File: config.mk
export PLATFORM = sky130hd
export DESIGN_NAME = cache_dma_axi_top
export DESIGN_NICKNAME = d
export VERILOG_FILES = /design/src/rtl/axi_pkg.sv /design/src/rtl/dma_pkg.sv /design/src/rtl/dma_addr_unhash.sv /design/src/rtl/dma_cmd_fifo.sv /design/src/rtl/axi_burst_master.sv /design/src/rtl/cache_dma_axi_top.sv
export SDC_FILE = /design/constraint.sdc
export NUM_CORES = 1
export LEC_CHECK = 0
export ABC_AREA = 1
export BUFFER_PORTS_ARGS = -buffer_cell sky130_fd_sc_hd__buf_2
export CORE_AREA = 2 2 159 161
export CTS_BUF_LIST = sky130_fd_sc_hd__clkbuf_16
export CTS_CLUSTER_DIAMETER = 50
export DETAILED_ROUTE_END_ITERATION = 16
export DIE_AREA = 0 0 161 163
export PLACE_DENSITY = 0.68
export SYNTH_ARGS = -nofsm -noshare
export SYNTH_HDL_FRONTEND = slang
export SYNTH_SLANG_ARGS = --single-unit
File: constraint.sdc
create_clock -name clk_i -period 2.5 [get_ports clk_i]
set_input_delay 0.5 -clock clk_i [delete_from_list [all_inputs] [get_ports clk_i]]
set_output_delay 0.5 -clock clk_i [all_outputs]
set_load 0.005 [all_outputs]
File: src/rtl/axi_pkg.sv
// AXI4 burst, size and response encodings

`default_nettype none

package axi_pkg;

   // Channel field widths for the AXI4 master
   localparam int AXI_LEN_WIDTH  = 4;
   localparam int AXI_SIZE_WIDTH = 3;

   // Burst types
   typedef enum logic [1:0]
   {
      FIXED = 2'b00,
      INCR  = 2'b01,
      WRAP  = 2'b10
   } axi_burst_e;

   // Response codes on R and B
   typedef enum logic [1:0]
   {
      OKAY   = 2'b00,
      EXOKAY = 2'b01,
      SLVERR = 2'b10,
      DECERR = 2'b11
   } axi_resp_e;

   // Beat size code, 2**3 bytes per beat
   localparam logic [AXI_SIZE_WIDTH-1:0] AXI_SIZE_BYTES_8 = 3'd3;

endpackage

`default_nettype wire

File: src/rtl/dma_pkg.sv
// DMA packet and DRAM address types

`default_nettype none

package dma_pkg;

   // DRAM byte address and data path widths
   localparam int ADDR_WIDTH = 32;
   localparam int DATA_WIDTH = 64;

   // Address fields, row on top and byte offset at the bottom
   localparam int ROW_WIDTH    = 21;
   localparam int BANK_WIDTH   = 3;
   localparam int OFFSET_WIDTH = 8;

   typedef struct packed
   {
      logic [ROW_WIDTH-1:0]    row;
      logic [BANK_WIDTH-1:0]   bank;
      logic [OFFSET_WIDTH-1:0] offset;
   } dram_addr_fields_s;

   // Same word seen as a linear AXI address or as hash fields
   typedef union packed
   {
      logic [ADDR_WIDTH-1:0] flat;
      dram_addr_fields_s     fields;
   } dram_addr_u;

   // One block request from the cache
   typedef struct packed
   {
      logic       write_not_read;
      dram_addr_u addr;
   } dma_pkt_s;

endpackage

`default_nettype wire

File: src/rtl/dma_addr_unhash.sv
// DRAM address unhash stage

`default_nettype none

module dma_addr_unhash
   import dma_pkg::*;
   (input  logic     clk_i
   , input  logic     arst_n_i

   , input  dma_pkt_s dma_pkt_i
   , input  logic     dma_pkt_v_i
   , output logic     dma_pkt_ready_o

   , output dma_pkt_s unhash_pkt_o
   , output logic     unhash_v_o
   , input  logic     unhash_ready_i
   );

   dram_addr_u hashed_addr;
   dram_addr_u linear_addr;
   dma_pkt_s   pkt_r;
   logic       v_r;
   logic       live_r;

   assign hashed_addr = dma_pkt_i.addr;

   // Hashed bank is true bank XOR low row bits, so the same XOR undoes it
   always_comb
   begin
      linear_addr = hashed_addr;
      linear_addr.fields.bank = hashed_addr.fields.bank
                              ^ hashed_addr.fields.row[BANK_WIDTH-1:0];
   end

   // Register can refill in the cycle its packet leaves
   assign dma_pkt_ready_o = live_r && (!v_r || unhash_ready_i);

   always_ff @(posedge clk_i or negedge arst_n_i)
   begin
      if (!arst_n_i)
      begin
         v_r    <= 1'b0;
         live_r <= 1'b0;
      end
      else
      begin
         live_r <= 1'b1;
         if (dma_pkt_ready_o)
            v_r <= dma_pkt_v_i;
      end
   end

   always_ff @(posedge clk_i)
   begin
      if (dma_pkt_ready_o && dma_pkt_v_i)
      begin
         pkt_r.write_not_read <= dma_pkt_i.write_not_read;
         pkt_r.addr           <= linear_addr;
      end
   end

   assign unhash_pkt_o = pkt_r;
   assign unhash_v_o   = v_r;

   // Output held under back-pressure
   a_hold_stable: assert property (@(posedge clk_i) disable iff (!arst_n_i)
      unhash_v_o && !unhash_ready_i |=> unhash_v_o && $stable(unhash_pkt_o));

endmodule

`default_nettype wire

File: src/rtl/dma_cmd_fifo.sv
// Command FIFO of unhashed DMA packets

`default_nettype none

module dma_cmd_fifo
   import dma_pkg::*;
   #(parameter int FIFO_DEPTH = 4)
   (input  logic     clk_i
   , input  logic     arst_n_i

   , input  dma_pkt_s data_i
   , input  logic     v_i
   , output logic     ready_o

   , output dma_pkt_s data_o
   , output logic     v_o
   , input  logic     yumi_i
   );

   localparam int PTR_W = $clog2(FIFO_DEPTH);
   localparam int CNT_W = $clog2(FIFO_DEPTH + 1);

   if (FIFO_DEPTH < 2 || (FIFO_DEPTH & (FIFO_DEPTH - 1)) != 0)
   begin : g_bad_depth
      $error("FIFO_DEPTH must be a power of two of at least 2");
   end

   dma_pkt_s         mem [FIFO_DEPTH];
   logic [PTR_W-1:0] wr_ptr_r;
   logic [PTR_W-1:0] rd_ptr_r;
   logic [CNT_W-1:0] count_r;
   logic             wr_en;

   assign ready_o = (count_r != CNT_W'(FIFO_DEPTH));
   assign v_o     = (count_r != '0);
   assign data_o  = mem[rd_ptr_r];
   assign wr_en   = v_i && ready_o;

   // Pointers wrap on their own since the depth is a power of two
   always_ff @(posedge clk_i or negedge arst_n_i)
   begin
      if (!arst_n_i)
      begin
         wr_ptr_r <= '0;
         rd_ptr_r <= '0;
         count_r  <= '0;
      end
      else
      begin
         if (wr_en)
            wr_ptr_r <= wr_ptr_r + 1'b1;
         if (yumi_i)
            rd_ptr_r <= rd_ptr_r + 1'b1;
         if (wr_en && !yumi_i)
            count_r <= count_r + 1'b1;
         else if (!wr_en && yumi_i)
            count_r <= count_r - 1'b1;
      end
   end

   always_ff @(posedge clk_i)
   begin
      if (wr_en)
         mem[wr_ptr_r] <= data_i;
   end

   a_yumi_needs_v: assert property (@(posedge clk_i) disable iff (!arst_n_i)
      yumi_i |-> v_o);

   a_count_bound: assert property (@(posedge clk_i) disable iff (!arst_n_i)
      count_r <= CNT_W'(FIFO_DEPTH));

endmodule

`default_nettype wire

File: src/rtl/axi_burst_master.sv
// DMA packet to AXI4 burst engine

`default_nettype none

module axi_burst_master
   import dma_pkg::*;
   import axi_pkg::*;
   #(parameter int BURST_LEN = 4)
   (input  logic                      clk_i
   , input  logic                      arst_n_i

   , input  dma_pkt_s                  cmd_pkt_i
   , input  logic                      cmd_v_i
   , output logic                      cmd_yumi_o

   , input  logic [DATA_WIDTH-1:0]     dma_data_i
   , input  logic                      dma_data_v_i
   , output logic                      dma_data_ready_o
   , output logic [DATA_WIDTH-1:0]     dma_data_o
   , output logic                      dma_data_v_o
   , input  logic                      dma_data_ready_i

   , output logic [ADDR_WIDTH-1:0]     m_axi_araddr_o
   , output logic [AXI_LEN_WIDTH-1:0]  m_axi_arlen_o
   , output logic [AXI_SIZE_WIDTH-1:0] m_axi_arsize_o
   , output logic [1:0]                m_axi_arburst_o
   , output logic                      m_axi_arvalid_o
   , input  logic                      m_axi_arready_i
   , input  logic [DATA_WIDTH-1:0]     m_axi_rdata_i
   , input  logic [1:0]                m_axi_rresp_i
   , input  logic                      m_axi_rlast_i
   , input  logic                      m_axi_rvalid_i
   , output logic                      m_axi_rready_o

   , output logic [ADDR_WIDTH-1:0]     m_axi_awaddr_o
   , output logic [AXI_LEN_WIDTH-1:0]  m_axi_awlen_o
   , output logic [AXI_SIZE_WIDTH-1:0] m_axi_awsize_o
   , output logic [1:0]                m_axi_awburst_o
   , output logic                      m_axi_awvalid_o
   , input  logic                      m_axi_awready_i
   , output logic [DATA_WIDTH-1:0]     m_axi_wdata_o
   , output logic [DATA_WIDTH/8-1:0]   m_axi_wstrb_o
   , output logic                      m_axi_wlast_o
   , output logic                      m_axi_wvalid_o
   , input  logic                      m_axi_wready_i
   , input  logic [1:0]                m_axi_bresp_i
   , input  logic                      m_axi_bvalid_i
   , output logic                      m_axi_bready_o
   );

   localparam int BEAT_W = $clog2(BURST_LEN);

   if (BURST_LEN < 2 || BURST_LEN > 16)
   begin : g_bad_len
      $error("BURST_LEN must be between 2 and 16");
   end

   typedef enum logic [2:0]
   {
      ST_IDLE,
      ST_RD_ADDR,
      ST_RD_DATA,
      ST_WR_ADDR,
      ST_WR_DATA,
      ST_WR_RESP
   } state_e;

   state_e                state_r;
   logic [ADDR_WIDTH-1:0] addr_r;
   logic [BEAT_W-1:0]     beat_r;
   logic                  last_beat;
   logic                  r_fire;
   logic                  w_fire;
   logic                  b_fire;

   assign last_beat  = (beat_r == BEAT_W'(BURST_LEN - 1));
   assign cmd_yumi_o = (state_r == ST_IDLE) && cmd_v_i;
   assign r_fire     = m_axi_rvalid_i && m_axi_rready_o;
   assign w_fire     = m_axi_wvalid_o && m_axi_wready_i;
   assign b_fire     = m_axi_bvalid_i && m_axi_bready_o;

   // One burst in flight, chosen by the head packet
   always_ff @(posedge clk_i or negedge arst_n_i)
   begin
      if (!arst_n_i)
      begin
         state_r <= ST_IDLE;
         beat_r  <= '0;
      end
      else
      begin
         case (state_r)
            ST_IDLE:
            begin
               beat_r <= '0;
               if (cmd_yumi_o)
               begin
                  if (cmd_pkt_i.write_not_read)
                     state_r <= ST_WR_ADDR;
                  else
                     state_r <= ST_RD_ADDR;
               end
            end
            ST_RD_ADDR:
               if (m_axi_arready_i)
                  state_r <= ST_RD_DATA;
            ST_RD_DATA:
               if (r_fire)
               begin
                  beat_r <= beat_r + 1'b1;
                  if (m_axi_rlast_i)
                     state_r <= ST_IDLE;
               end
            ST_WR_ADDR:
               if (m_axi_awready_i)
                  state_r <= ST_WR_DATA;
            ST_WR_DATA:
               if (w_fire)
               begin
                  beat_r <= beat_r + 1'b1;
                  if (last_beat)
                     state_r <= ST_WR_RESP;
               end
            ST_WR_RESP:
               if (b_fire)
                  state_r <= ST_IDLE;
            default:
               state_r <= ST_IDLE;
         endcase
      end
   end

   always_ff @(posedge clk_i)
   begin
      if (cmd_yumi_o)
         addr_r <= cmd_pkt_i.addr.flat;
   end

   // Address channels
   assign m_axi_araddr_o  = addr_r;
   assign m_axi_arlen_o   = AXI_LEN_WIDTH'(BURST_LEN - 1);
   assign m_axi_arsize_o  = AXI_SIZE_BYTES_8;
   assign m_axi_arburst_o = INCR;
   assign m_axi_arvalid_o = (state_r == ST_RD_ADDR);

   assign m_axi_awaddr_o  = addr_r;
   assign m_axi_awlen_o   = AXI_LEN_WIDTH'(BURST_LEN - 1);
   assign m_axi_awsize_o  = AXI_SIZE_BYTES_8;
   assign m_axi_awburst_o = INCR;
   assign m_axi_awvalid_o = (state_r == ST_WR_ADDR);

   // R beats pass straight to the DMA fill port
   assign dma_data_o     = m_axi_rdata_i;
   assign dma_data_v_o   = (state_r == ST_RD_DATA) && m_axi_rvalid_i;
   assign m_axi_rready_o = (state_r == ST_RD_DATA) && dma_data_ready_i;

   // Evict data goes out as W beats, full blocks only
   assign m_axi_wdata_o    = dma_data_i;
   assign m_axi_wstrb_o    = '1;
   assign m_axi_wlast_o    = last_beat;
   assign m_axi_wvalid_o   = (state_r == ST_WR_DATA) && dma_data_v_i;
   assign dma_data_ready_o = (state_r == ST_WR_DATA) && m_axi_wready_i;

   assign m_axi_bready_o = (state_r == ST_WR_RESP);

   a_rlast_on_last_beat: assert property (@(posedge clk_i) disable iff (!arst_n_i)
      r_fire |-> (m_axi_rlast_i == last_beat));

   a_rresp_okay: assert property (@(posedge clk_i) disable iff (!arst_n_i)
      r_fire |-> (m_axi_rresp_i == OKAY));

   a_bresp_okay: assert property (@(posedge clk_i) disable iff (!arst_n_i)
      b_fire |-> (m_axi_bresp_i == OKAY));

endmodule

`default_nettype wire

File: src/rtl/cache_dma_axi_top.sv
// Cache DMA to AXI4 memory bridge

`default_nettype none

module cache_dma_axi_top
   import dma_pkg::*;
   import axi_pkg::*;
   #(parameter int FIFO_DEPTH = 4
   , parameter int BURST_LEN  = 4
   )
   (input  logic                      clk_i
   , input  logic                      arst_n_i

   , input  dma_pkt_s                  dma_pkt_i
   , input  logic                      dma_pkt_v_i
   , output logic                      dma_pkt_ready_o

   , input  logic [DATA_WIDTH-1:0]     dma_data_i
   , input  logic                      dma_data_v_i
   , output logic                      dma_data_ready_o
   , output logic [DATA_WIDTH-1:0]     dma_data_o
   , output logic                      dma_data_v_o
   , input  logic                      dma_data_ready_i

   , output logic [ADDR_WIDTH-1:0]     m_axi_araddr_o
   , output logic [AXI_LEN_WIDTH-1:0]  m_axi_arlen_o
   , output logic [AXI_SIZE_WIDTH-1:0] m_axi_arsize_o
   , output logic [1:0]                m_axi_arburst_o
   , output logic                      m_axi_arvalid_o
   , input  logic                      m_axi_arready_i
   , input  logic [DATA_WIDTH-1:0]     m_axi_rdata_i
   , input  logic [1:0]                m_axi_rresp_i
   , input  logic                      m_axi_rlast_i
   , input  logic                      m_axi_rvalid_i
   , output logic                      m_axi_rready_o

   , output logic [ADDR_WIDTH-1:0]     m_axi_awaddr_o
   , output logic [AXI_LEN_WIDTH-1:0]  m_axi_awlen_o
   , output logic [AXI_SIZE_WIDTH-1:0] m_axi_awsize_o
   , output logic [1:0]                m_axi_awburst_o
   , output logic                      m_axi_awvalid_o
   , input  logic                      m_axi_awready_i
   , output logic [DATA_WIDTH-1:0]     m_axi_wdata_o
   , output logic [DATA_WIDTH/8-1:0]   m_axi_wstrb_o
   , output logic                      m_axi_wlast_o
   , output logic                      m_axi_wvalid_o
   , input  logic                      m_axi_wready_i
   , input  logic [1:0]                m_axi_bresp_i
   , input  logic                      m_axi_bvalid_i
   , output logic                      m_axi_bready_o
   );

   dma_pkt_s unhash_pkt;
   logic     unhash_v;
   logic     unhash_ready;
   dma_pkt_s cmd_pkt;
   logic     cmd_v;
   logic     cmd_yumi;

   dma_addr_unhash unhash
      (.clk_i(clk_i)
      , .arst_n_i(arst_n_i)
      , .dma_pkt_i(dma_pkt_i)
      , .dma_pkt_v_i(dma_pkt_v_i)
      , .dma_pkt_ready_o(dma_pkt_ready_o)
      , .unhash_pkt_o(unhash_pkt)
      , .unhash_v_o(unhash_v)
      , .unhash_ready_i(unhash_ready)
      );

   dma_cmd_fifo #(.FIFO_DEPTH(FIFO_DEPTH)) cmd_fifo
      (.clk_i(clk_i)
      , .arst_n_i(arst_n_i)
      , .data_i(unhash_pkt)
      , .v_i(unhash_v)
      , .ready_o(unhash_ready)
      , .data_o(cmd_pkt)
      , .v_o(cmd_v)
      , .yumi_i(cmd_yumi)
      );

   // DMA data and AXI ports share names with the engine
   axi_burst_master #(.BURST_LEN(BURST_LEN)) burst
      (.cmd_pkt_i(cmd_pkt)
      , .cmd_v_i(cmd_v)
      , .cmd_yumi_o(cmd_yumi)
      , .*
      );

endmodule

`default_nettype wire

# Word-level counts from Yosys, hierarchy flattened
# Memory sizes are Yosys's and may differ from the RTL's.
# Index checks and enable logic that the tools add are counted.
dict set report classes {
  n_addsub 5
  eq_ne 15
  n_mux 17
  n_bitwise 1
  reduce_logical 23
}
# op n
set op_table {}
lappend op_table {{3-bit two-way mux} 10}
lappend op_table {{3-bit case mux with 6 select lines} 1}
lappend op_table {{1-bit logical AND} 13}
lappend op_table {{2-bit by 1-bit != test with 1-bit output, second input constant} 4}
lappend op_table {{2-bit != test, second input constant} 4}
lappend op_table {{8-bit AND reduction} 1}
lappend op_table {{2-bit by 1-bit adder with 2-bit output, second input constant} 3}
lappend op_table {{3-bit by 2-bit equality test with 1-bit output, second input constant} 2}
lappend op_table {{3-bit equality test, second input constant} 2}
lappend op_table {{2-bit two-way mux} 3}
lappend op_table {{2-bit case mux with 3 select lines} 1}
lappend op_table {{3-bit nonzero test} 2}
lappend op_table {{3-bit by 1-bit adder with 3-bit output, second input constant} 1}
lappend op_table {{3-bit by 1-bit equality test with 1-bit output, second input constant} 1}
lappend op_table {{1-bit logical NOT} 3}
lappend op_table {{3-bit logical NOT} 1}
lappend op_table {{3-bit != test, second input constant} 1}
lappend op_table {{3-bit AND reduction} 1}
lappend op_table {{3-bit by 1-bit subtractor with 3-bit output, second input constant} 1}
lappend op_table {{3-bit bitwise XOR} 1}
lappend op_table {{2-bit equality test, second input constant} 1}
lappend op_table {{1-bit two-way mux} 2}
lappend op_table {{2-bit nonzero test} 1}
lappend op_table {{1-bit logical OR} 1}
dict set report word_totals {
  register_bits 79
  mem_bits_rw 132
  inputBits 176
  output_inout_bits 227
  word_cells 72
  n_memories 1
}
# memory words width read_ports rd_clocked_by_memory_dff wr line_no
set mem_list {}
lappend mem_list {cmd_fifo.mem 4 33 1 0 1 dma_cmd_fifo.sv:28} ;# dma_pkt_s mem [FIFO_DEPTH];

# Longest topological paths before layout
# Gate-level depths: netlist of the first run.
dict set report depth {
  depth_word 6
  depth_mapped 12
  depth_no_buf 11
}

# By module
# Synthesis of the first run repeated with hierarchy kept, for this count alone.
dict set report hier_totals {
  hier_cells 780
  area_unflattened_um2 9879.5
}
# module instances cells_per_inst area_each_um2 seq_area_each_um2
set modules_own_cells {}
lappend modules_own_cells {dma_cmd_fifo 1 438 5899.4 4139.0}
lappend modules_own_cells {axi_burst_master 1 294 2865.2 1086.0}
lappend modules_own_cells {dma_addr_unhash 1 48 1114.8 1041.0}

# Least setup slack after synthesis of the first run
# OpenSTA, ideal clock, no wires.
dict set report synth_timing {
  path_type {reg2reg}
  startpoint {reg cmd_fifo.count_r[0]}
  endpoint {mem cmd_fifo.mem[0][0] (netlist bit) (enable)}
  setup_time_ns 0.423
  arrival_time_ns 2.065
  required_ns 2.077
  path_slack_ns 0.011
  path_stages_with_launch 5
  n_path_buf 0
  period_less_slack_ns 2.489
  path_cell_list {dfrtp_1 inv_1 nand3_1 nand2_1 nor2_1}
}
dict set report synth_via {
  elab_chain_cells 4
}
# item line_no
set synth_lines {}
lappend synth_lines {{start, declared} dma_cmd_fifo.sv:31} ;# logic [CNT_W-1:0] count_r;
lappend synth_lines {{start signal, assigned} dma_cmd_fifo.sv:55} ;# count_r <= count_r + 1'b1;
lappend synth_lines {{start signal, assigned} dma_cmd_fifo.sv:57} ;# count_r <= count_r - 1'b1;
lappend synth_lines {{3-bit != test} dma_cmd_fifo.sv:34} ;# assign ready_o = (count_r != CNT_W'(FIFO_DEPTH));
lappend synth_lines {{1-bit logical AND} dma_cmd_fifo.sv:37} ;# assign wr_en = v_i && ready_o;
lappend synth_lines {{1-bit two-way mux} dma_cmd_fifo.sv:63} ;# if (wr_en)
lappend synth_lines {{1-bit two-way mux (implied by the code)} dma_cmd_fifo.sv:64} ;# mem[wr_ptr_r] <= data_i;
lappend synth_lines {{end, declared} dma_cmd_fifo.sv:28}
# Every way passes these cells.

# Final worst setup path of the first run
dict set report layout_timing {
  startpoint {reg cmd_fifo.count_r[0]}
  endpoint {out dma_pkt_ready_o}
}
dict set report layout_via {
  elab_chain_cells 3
}
# item line_no
set layout_lines {}
lappend layout_lines {{3-bit != test} dma_cmd_fifo.sv:34}
lappend layout_lines {{1-bit logical OR} dma_addr_unhash.sv:36} ;# assign dma_pkt_ready_o = live_r && (!v_r || unhash_ready_i);
lappend layout_lines {{1-bit logical AND} dma_addr_unhash.sv:36}
lappend layout_lines {{end, declared} cache_dma_axi_top.sv:16} ;# , output logic dma_pkt_ready_o
# Every way passes these cells.

==> impl_metrics.py, run 1 <==
metrics = {
    "clock_tree": {
        "cts-resized-gates": 0,
        "cts_max_level": 1,
        "root_buffer": "clkbuf_16",
        "cts_tree": "built",
        "clkLatencyLatePin_ps": 500,
        "cts_buffer_depth": 3,
        "clock-sinks": 211,
        "clkTransAtPathRegs_ps": 60,
        "cts-buffers-inserted": 21,
        "post-cts-setup-buffer-count": 0,
        "holdBufCountCts": 1,
    },
    "setup_path": {
        "slowest_stage": "dfrtp_1",
        "path_class": "reg -> out",
        "path_delay_family": "flip-flops",
        "critPathBufInv": 3,
        "cp_common_cell": "inv_1",
        "path_max_fanout": 3,
        "slowest_delay_ps": 420,
        "crit_chain": "inv_1 > nand3_1 > o21ai_0 > inv_1 > buf_2",
        "end_kind": "primary output",
        "cp_data_arrival_time_ps": 1690,
        "start_kind": "flop",
        "cp.required_ps": 2000,
    },
    "synthesis": {
        "netlist.area_leader.share_pct": 64.4,
        "synth_top_area_cell": "edfxtp_1",
        "yosysSeqAreaShare_pct": 68.2,
        "yosys-top-cells-area": "edfxtp_1 64%, buf_4 15%, dfrtp_1 3.8%, o21ai_0 3.6%, nor2_1 3.3%",
        "synth_area_mm2": 0.00919,
        "ys_seq_elements": 211,
        "syn-instance-count": 702,
        "yosysUniqueCellTypes": 28,
        "postSynthAreaPerCell_um2": 13.1,
        "ys_warn_count": 0,
    },
    "route": {
        "wl_um": 24100,
        "dr.pass1.iters": 4,
        "via_per_inst": 4.60,
        "routed-via-count": 4674,
        "drtIter0Drc": 420,
        "route.detailed.drc": 0,
        "antenna_left": 0,
        "wl_per_cell_um": 23.7,
    },
    "die": {
        "ioPinCount": 403,
        "core_mm2": 0.0247,
        "die_area_mm2": 0.0262,
        "die_y_um": 163,
        "initial_utilization_pct": 37.2,
        "die_x_um": 161,
        "rows": 58,
    },
    "sta": {
        "min_period_ps": 2190,
        "setup_viol": 0,
        "maxSlewViolCount": 0,
        "tightestPinTransition_ps": 1090,
        "period_share_pct": 87.8,
        "finClkSkew_ps": 17.3,
        "fmax_mhz": 456,
        "hold_viol": 0,
        "rsz0062_at_grt": "false",
        "slew_headroom_pct": 27.1,
        "fin_setup_tns_ps": 0,
    },
    "placed_design": {
        "dp_hpwl_um": 18100,
        "io_buffers": 116,
        "routabilityCongestion": 0.774,
    },
    "finish": {
        "fill_cells": 2300,
        "syn_to_final_growth_pct": 5.51,
        "drive_above_1_share_pct": 26.7,
        "n_antenna_cell": 0,
        "fin_nets": 854,
    },
    "power": {
        "p_leak_nw": 3.62,
        "power.total_w": 0.0118,
        "peakVddDrop_mv": 0.659,
        "powerDensity_mw_per_mm2": 1220,
    },
    "global_route": {
        "antenna_found_initial": 0,
        "overflow": 0,
        "top_usage_layer": "met2",
        "use_met3_pct": 19.5,
        "grt_usage_pct": 17.6,
        "met2_usage_pct": 27.8,
        "grt_use_met1_pct": 15.0,
        "grt_pass1_vias": 4469,
        "grt_first_pass_wirelength_um": 32600,
        "grt_max_degree": 68,
    },
    "flow_run": {
        "max-cap-violations": 0,
    },
    "status": {
        "status": "complete, no violations",
    },
    "worst_hold_path": {
        "hold_class": "in -> reg",
    },
}
-- final cells by class --
| cell class | instances | area [µm²] | area share, % |
|---|---|---|---|
| clock buffer | 21 | 526 | 5.42 |
| clock inverter | 16 | 200 | 2.06 |
| inverter | 29 | 109 | 1.12 |
| multi-input combinational | 279 | 1440 | 14.8 |
| sequential | 211 | 6270 | 64.6 |
| tap | 330 | 413 | 4.26 |
| timing repair buffer | 129 | 743 | 7.66 |
-- cells in the mapped netlist --
cell type	count
buf_4	187
buf_6	2
fa_1	1
o21ai_0	66
o21ai_2	2
nand3_1	11
nand3b_1	1
clkbuf_1	11
buf_2	8
dfrtp_1	14
o2111ai_1	1
nand2_1	28
nor3_1	1
nand4_1	3
nor2_4	3
o21bai_1	1
o22ai_1	32
nor2_1	80
inv_2	2
a21oi_1	2
conb_1	2
inv_1	27
nor2_2	2
xor2_1	5
nand2_2	5
xnor2_1	2
ha_1	6
edfxtp_1	197
-- metal layers --
| layer | up-vias | part of all wire, % | routed length (µm) |
|---|---|---|---|
| met2 | 336 | 46 | 11100 |
| met1 | 2157 | 28 | 6840 |
| met3 | 19 | 24 | 5810 |
| li1 | 2160 | - | - |
| met4 | 2 | 0.95 | 229 |
| met5 | - | 0.31 | 74 |
-- cells in the final DEF (no fill, tap or decap), types with 6 or more instances in the layout --
cell,n
edfxtp_1,197
buf_2,116
o21ai_0,66
nor2_1,75
nand3_1,11
dfrtp_1,13
nor2_4,8
buf_4,7
o22ai_1,32
clkbuf_16,21
ha_1,6
inv_1,27
nand2_1,28
conb_1,27
-- power breakdown --
group	switching, W	internal (W)	total [W]
registers	0.000390	0.00492	0.00531
clock network	0.00129	0.00197	0.00326
logic	0.00202	0.00119	0.00321
total	0.00371	0.00808	0.0118
-- logic make-up (layout without fill, tap and decap cells) --
kind of cell,Yosys count,in the layout,share of synthesized area (%)
fa+ha+maj,7,7,1.03
flops,211,211,68.2
buf+inv,237,195,17.6
compound gates,104,104,6.25
other cells,2,27,0.0817
simple gates,134,134,6.19
xor+xnor,7,7,0.667
-- sequential cells by signal, indices dropped and copies added (netlist names), 2 cells and up --
signal,flops
burst.m_axi_araddr_o,32
cmd_fifo.rd_ptr_r,2
cmd_fifo.wr_ptr_r,2
cmd_fifo.mem,132
burst.state_r,3
cmd_fifo.count_r,3
burst.beat_r,2
unhash.unhash_pkt_o,33
-- worst paths after layout --
| kind | slack (ps) | startpoint | endpoint | depth (start not counted) |
|---|---|---|---|---|
| max in group asynchronous | 1790 | arst_n_i | cmd_fifo.rd_ptr_r[0] | 2 |
| min reg2reg | 490 | burst.beat_r[1] | burst.beat_r[1] | 2 |
| min in group asynchronous | 430 | arst_n_i | cmd_fifo.wr_ptr_r[0] | 2 |
| min | 180 | dma_pkt_i[17] | unhash.unhash_pkt_o[17] | 1 |
| max reg2reg | 500 | cmd_fifo.count_r[0] | unhash.unhash_pkt_o[30] | 4 |
| max | 310 | cmd_fifo.count_r[0] | dma_pkt_ready_o | 5 |
-- metrics by stage --
step	worst slack (ps)	instance area (µm²)	util, %	std cells	hold WS, ps
floorplan	11.3	9280	-	727	204
global placement	494	8960	36.3	977	414
detailed placement	436	8960	36.3	977	427
CTS	272	9700	39.3	1015	163
global route	170	9700	39.3	1015	168
finish	305	9700	39.3	1015	183
-- worst reg2reg max path, delay by kind of cell (launching register included) --
family	cells	cell delay [ps]
compound gates	1	160
buf+inv	1	70
flops	1	410
simple gates	2	960
Note: power is estimated with default switching activity, not from simulation.
==> inputs of run 2 (changes only) <==
--- a/config.mk
+++ b/config.mk
@@ -5,14 +5,14 @@
 export SDC_FILE = /design/constraint.sdc
 export NUM_CORES = 1
 export LEC_CHECK = 0
-export ABC_AREA = 1
+export ABC_AREA = 0
 export BUFFER_PORTS_ARGS = -buffer_cell sky130_fd_sc_hd__buf_2
-export CORE_AREA = 2 2 159 161
+export CORE_AREA = 2 2 158 160
 export CTS_BUF_LIST = sky130_fd_sc_hd__clkbuf_16
 export CTS_CLUSTER_DIAMETER = 50
 export DETAILED_ROUTE_END_ITERATION = 16
-export DIE_AREA = 0 0 161 163
-export PLACE_DENSITY = 0.68
+export DIE_AREA = 0 0 160 162
+export PLACE_DENSITY = 0.69
 export SYNTH_ARGS = -nofsm -noshare
 export SYNTH_HDL_FRONTEND = slang
 export SYNTH_SLANG_ARGS = --single-unit
==> impl_metrics.py, run 2 <==
metrics = {
    "global_route": {
        "grt_pass1_vias": 4067,
        "top_usage_layer": "met2",
        "grt_first_pass_wirelength_um": 32600,
        "met2_usage_pct": 28.7,
        "grt_use_met1_pct": 14.7,
        "grt_max_degree": 36,
        "overflow": 0,
        "antenna_found_initial": 0,
        "use_met3_pct": 20.3,
        "grt_usage_pct": 18.0,
    },
    "clock_tree": {
        "holdBufCountCts": 1,
        "root_buffer": "clkbuf_16",
        "cts-buffers-inserted": 20,
        "cts_buffer_depth": 3,
        "cts-resized-gates": 0,
        "clkLatencyLatePin_ps": 480,
        "post-cts-setup-buffer-count": 0,
        "cts_max_level": 1,
        "cts_tree": "built",
        "clock-sinks": 211,
        "clkTransAtPathRegs_ps": 60,
    },
    "sta": {
        "rsz0062_at_grt": "false",
        "finClkSkew_ps": 7.63,
        "period_share_pct": 89.5,
        "maxSlewViolCount": 0,
        "setup_viol": 0,
        "fin_setup_tns_ps": 0,
        "min_period_ps": 2240,
        "fmax_mhz": 447,
        "tightestPinTransition_ps": 956,
        "slew_headroom_pct": 36.3,
        "hold_viol": 0,
    },
    "die": {
        "rows": 57,
        "core_mm2": 0.0241,
        "die_area_mm2": 0.0259,
        "initial_utilization_pct": 37.7,
        "die_x_um": 160,
        "ioPinCount": 403,
        "die_y_um": 162,
    },
    "status": {
        "status": "complete, no violations",
    },
    "flow_run": {
        "max-cap-violations": 0,
    },
    "synthesis": {
        "synth_area_mm2": 0.00910,
        "netlist.area_leader.share_pct": 65.0,
        "synth-edff-count": 197,
        "syn-instance-count": 521,
        "yosysUniqueCellTypes": 42,
        "synth_top_area_cell": "edfxtp_1",
        "yosys-top-cells-area": "edfxtp_1 65%, buf_4 16%, mux4_2 8.2%, dfrtp_1 3.9%, ha_1 0.83%",
        "synth_common_cells": "197 x edfxtp_1, 189 x buf_4, 33 x mux4_2, 14 x dfrtp_1, 8 x inv_1",
        "async_flop_share_pct": 6.64,
        "yosysMostFrequentCell": "edfxtp_1",
        "ys_seq_elements": 211,
        "postSynthAreaPerCell_um2": 17.5,
        "ys_warn_count": 0,
        "ys_dominant_reg_cell": "edfxtp_1",
        "yosysSeqAreaShare_pct": 68.9,
    },
    "power": {
        "switching_share_pct": 29.1,
        "p_leak_nw": 3.42,
        "power.total_w": 0.0111,
        "powerDensity_mw_per_mm2": 1180,
        "seq_power_share_pct": 49.3,
        "switchingPower_w": 0.00324,
        "internal-power_w": 0.00789,
        "peakVddDrop_mv": 0.793,
        "p_comb_share_pct": 26.3,
        "p_clk_share_pct": 24.4,
    },
    "finish": {
        "final_cell_mix": "197 x edfxtp_1, 116 x buf_2, 33 x mux4_2",
        "fin_nets": 679,
        "layout_commonest_cell": "edfxtp_1",
        "fin_util_pct": 39.1,
        "n_antenna_cell": 0,
        "largest_reg_flops": 132,
        "drive_above_1_share_pct": 39.8,
        "regMostFlops": "cmd_fifo.mem",
        "fill_cells": 2199,
        "syn_to_final_growth_pct": 3.67,
    },
    "setup_path": {
        "cp.required_ps": 2000,
        "path_max_fanout": 12,
        "rrSetupSlack_ps": 360,
        "start_kind": "flop",
        "ff2ff_path_depth": 9,
        "r2r-start": "cmd_fifo.count_r[0]",
        "end_kind": "primary output",
        "path_class": "reg -> out",
        "cp_data_arrival_time_ps": 1740,
        "r2r-end": "cmd_fifo.count_r[2]",
    },
    "placed_design": {
        "dp_hpwl_um": 18600,
        "io_buffers": 116,
        "routabilityCongestion": 0.864,
    },
    "route": {
        "wl_um": 24400,
        "wl_per_cell_um": 29.3,
        "drtIter0Drc": 260,
        "via_per_inst": 4.77,
        "antenna_left": 0,
        "routed-via-count": 3965,
        "dr.pass1.iters": 4,
        "route.detailed.drc": 0,
    },
    "worst_hold_path": {
        "worstHoldPathCells": 1,
        "worstHoldStart": "dma_pkt_i[1]",
        "holdPathEnd": "unhash.unhash_pkt_o[1]",
        "hold_class": "in -> reg",
    },
}
## run 2: cell count changes in the layout (fill, tap and decap cells not counted), moves of 6 or more
cell and delta:
nand2_1 -23, o21ai_0 -63, o22ai_1 -32, inv_1 -12, nor2_1 -71, mux4_2 +33, nand3_1 -6, nor2_4 -8
## run 2: cell type report
class	count	area, µm²	area share, %
clock buffers	21	526	5.57
flip-flops and latches	211	6270	66.5
inverters	9	33.8	0.358
well taps	324	405	4.30
repair buffers	125	713	7.56
multi-input cells	129	1420	15.0
clock inverters	13	67.6	0.716
## run 2: worst max-delay path, stage by stage (launching register included)
cell,delay (ps)
dfrtp_1,630
and2b_4,290
and3_1,200
buf_2,140
## run 2: power by group through the flow
stage	Combinational, W	Clock [W]	Sequential, W
finish	0.00292	0.00272	0.00548
floorplan	0.00244	0	0.00532
CTS	0.00300	0.00280	0.00549
detailed placement	0.00299	0	0.00555
global route	0.00317	0.00294	0.00557
global placement	0.00293	0	0.00549
## run 2: kinds of logic (layout without fill, tap and decap cells)
logic type,Yosys count,after routing,synth area share (%)
DFF,211,211,68.9
buffers and inverters,206,168,16.7
muxes,36,36,8.53
and+or+nand+nor,35,35,2.43
AOI/OAI and AO/OA,15,15,1.51
xor gates and xnor gates,9,9,0.866
adders and majority gates,7,7,1.05
other,2,27,0.0825
## run 2: worst max-delay path by stage
stage                        startpoint             endpoint  slack (ps)  cells after the start
floorplan              burst.state_r[2]  cmd_fifo.count_r[1]        -480                      7
global placement    cmd_fifo.count_r[0]  cmd_fifo.count_r[2]         440                      9
detailed placement  cmd_fifo.count_r[0]  cmd_fifo.count_r[2]         390                      9
CTS                    burst.state_r[2]     dma_data_ready_o         250                      3
global route           burst.state_r[2]     dma_data_ready_o         180                      3
finish                 burst.state_r[2]     dma_data_ready_o         260                      3
## run 2: stage by stage
stage / setup slack (ps) / instances / hold WS, ps / area (µm²)
after floorplan: -484 / 546 / 204 / 9200
after global placement: 442 / 797 / 412 / 8830
after detailed placement: 389 / 797 / 429 / 8830
after CTS: 255 / 832 / 173 / 9430
after global routing: 183 / 832 / 176 / 9430
final: 263 / 832 / 186 / 9430
## run 2: layer usage
metal / vias up / wire (µm)
li1: 1653 / -
met1: 1918 / 6240
met2: 358 / 11400
met3: 32 / 6240
met4: 4 / 376
met5: - / 168
==> inputs of run 3 (changes only) <==
--- a/config.mk
+++ b/config.mk
@@ -7,12 +7,14 @@
 export LEC_CHECK = 0
 export ABC_AREA = 0
 export BUFFER_PORTS_ARGS = -buffer_cell sky130_fd_sc_hd__buf_2
-export CORE_AREA = 2 2 158 160
+export CELL_PAD_IN_SITES_DETAIL_PLACEMENT = 0
+export CELL_PAD_IN_SITES_GLOBAL_PLACEMENT = 2
+export CORE_MARGIN = 2
+export CORE_UTILIZATION = 28
 export CTS_BUF_LIST = sky130_fd_sc_hd__clkbuf_16
 export CTS_CLUSTER_DIAMETER = 50
 export DETAILED_ROUTE_END_ITERATION = 16
-export DIE_AREA = 0 0 160 162
-export PLACE_DENSITY = 0.69
+export PLACE_DENSITY_LB_ADDON = 0.1
 export SYNTH_ARGS = -nofsm -noshare
 export SYNTH_HDL_FRONTEND = slang
 export SYNTH_SLANG_ARGS = --single-unit
==> impl_metrics.py, run 3 (same netlist as run 2, synthesis figures left out) <==
metrics = {
    "status": {
        "status": "complete, no violations",
    },
    "setup_path": {
        "ff2ff_path_depth": 9,
        "path_class": "reg -> out",
        "cp_data_arrival_time_ps": 1780,
        "path_max_fanout": 11,
        "end_kind": "primary output",
        "r2r-end": "cmd_fifo.count_r[2]",
        "crit_chain": "nor2b_4 > and3_1 > buf_2",
        "slowest_stage": "dfrtp_1",
        "slowest_delay_ps": 570,
        "cp.required_ps": 2000,
        "r2r-start": "cmd_fifo.count_r[0]",
        "rrSetupSlack_ps": 400,
        "start_kind": "flop",
    },
    "clock_tree": {
        "clock-sinks": 211,
        "clkTransAtPathRegs_ps": 60,
        "cts_buffer_depth": 3,
        "root_buffer": "clkbuf_16",
        "cts_tree": "built",
        "cts_max_level": 1,
        "post-cts-setup-buffer-count": 0,
        "cts-buffers-inserted": 31,
        "clkLatencyLatePin_ps": 530,
    },
    "sta": {
        "min_period_ps": 2280,
        "finClkSkew_ps": 7.43,
        "setup_viol": 0,
        "fin_setup_tns_ps": 0,
        "period_share_pct": 91.4,
        "maxSlewViolCount": 0,
        "tightestPinTransition_ps": 621,
        "slew_headroom_pct": 58.6,
        "hold_viol": 0,
        "rsz0062_at_grt": "false",
        "fmax_mhz": 438,
        "hold-worst-slack_ps": 137,
    },
    "finish": {
        "fin_nets": 696,
        "final_cells": 979,
        "fin_util_pct": 31.2,
        "n_antenna_cell": 0,
        "syn_to_final_growth_pct": 10.8,
        "final_cell_mix": "197 x edfxtp_1, 116 x buf_2, 33 x mux4_2",
        "drive_above_1_share_pct": 43.6,
        "layout_commonest_cell": "edfxtp_1",
        "regMostFlops": "cmd_fifo.mem",
        "largest_reg_flops": 132,
    },
    "placed_design": {
        "io_buffers": 116,
        "routabilityCongestion": 0.691,
        "dpl.cell_count": 921,
        "dp_hpwl_um": 16500,
    },
    "global_route": {
        "grt_pass1_vias": 4149,
        "grt_first_pass_wirelength_um": 31600,
        "overflow": 0,
        "antenna_found_initial": 0,
        "grt_max_degree": 36,
        "grt_usage_pct": 13.4,
    },
    "die": {
        "die_y_um": 184,
        "die_area_mm2": 0.0340,
        "initial_utilization_pct": 28.2,
        "ioPinCount": 403,
        "core_mm2": 0.0323,
        "die_x_um": 184,
        "rows": 66,
    },
    "power": {
        "peakVddDrop_mv": 0.499,
        "powerDensity_mw_per_mm2": 1270,
        "power.total_w": 0.0128,
        "p_leak_nw": 3.65,
    },
    "worst_hold_path": {
        "holdPathEnd": "unhash.unhash_pkt_o[21]",
        "hold_class": "in -> reg",
        "worstHoldStart": "dma_pkt_i[21]",
        "worstHoldPathCells": 1,
    },
    "route": {
        "wl_per_cell_um": 24.0,
        "drtIter0Drc": 262,
        "via_per_inst": 4.08,
        "routed-via-count": 3997,
        "antenna_left": 0,
        "wl_um": 23500,
        "dr.pass1.iters": 4,
        "route.detailed.drc": 0,
    },
    "flow_run": {
        "max-cap-violations": 0,
    },
}
## run 3: area by class of cell
cell class | instances | area, µm²
Fill cell | 3133 | 22200
Sequential cell | 211 | 6270
Multi-Input combinational cell | 129 | 1420
Clock buffer | 31 | 776
Timing Repair Buffer | 131 | 746
Tap cell | 442 | 553
Clock inverter | 26 | 285
Inverter | 9 | 33.8
## run 3: critical path: cells and delay by family, from the launching register on
kind	cells	cell delay, ps
buffers and inverters	1	140
flip-flops	1	570
AND/OR/NAND/NOR	2	550
## run 3: worst max path at each step
stage / endpoint / cells past startpoint / start
5_1_grt: m_axi_rready_o / 3 / burst.state_r[1]
3_5_place_dp: cmd_fifo.count_r[2] / 9 / cmd_fifo.count_r[0]
3_3_place_gp: cmd_fifo.count_r[2] / 9 / cmd_fifo.count_r[0]
6_report: m_axi_rready_o / 3 / burst.state_r[1]
2_1_floorplan: cmd_fifo.count_r[1] / 7 / burst.state_r[2]
4_1_cts: m_axi_rready_o / 3 / burst.state_r[1]
## run 3: timing repair
item	CTS	global route
hold buffers	1	0
resized for setup	0	0
endpoints found under the hold margin	14	0
## run 3: power by group
part | leakage, nW | total [W] | switching [W] | internal (W)
logic | 1.15 | 0.00302 | 0.00157 | 0.00145
registers | 1.99 | 0.00544 | 0.000490 | 0.00495
clock network | 0.517 | 0.00440 | 0.00160 | 0.00279
total | 3.65 | 0.0128 | 0.00366 | 0.00919
## run 3: stage by stage
| step | cell area [µm²] | setup WS, ps |
|---|---|---|
| after floorplan | 9200 | -484 |
| after global placement | 9010 | 394 |
| after detailed placement | 9010 | 423 |
| after CTS | 10100 | 162 |
| after global routing | 10100 | 84.2 |
| final | 10100 | 215 |
## run 3: layer usage
layer,vias to the layer above,track usage (%),part of all wire (%)
li1,1697,-,-
met1,1956,13.1,32
met2,292,23.0,49
met3,52,9.03,16
met4,0,4.19,2.7
met5,-,0,0
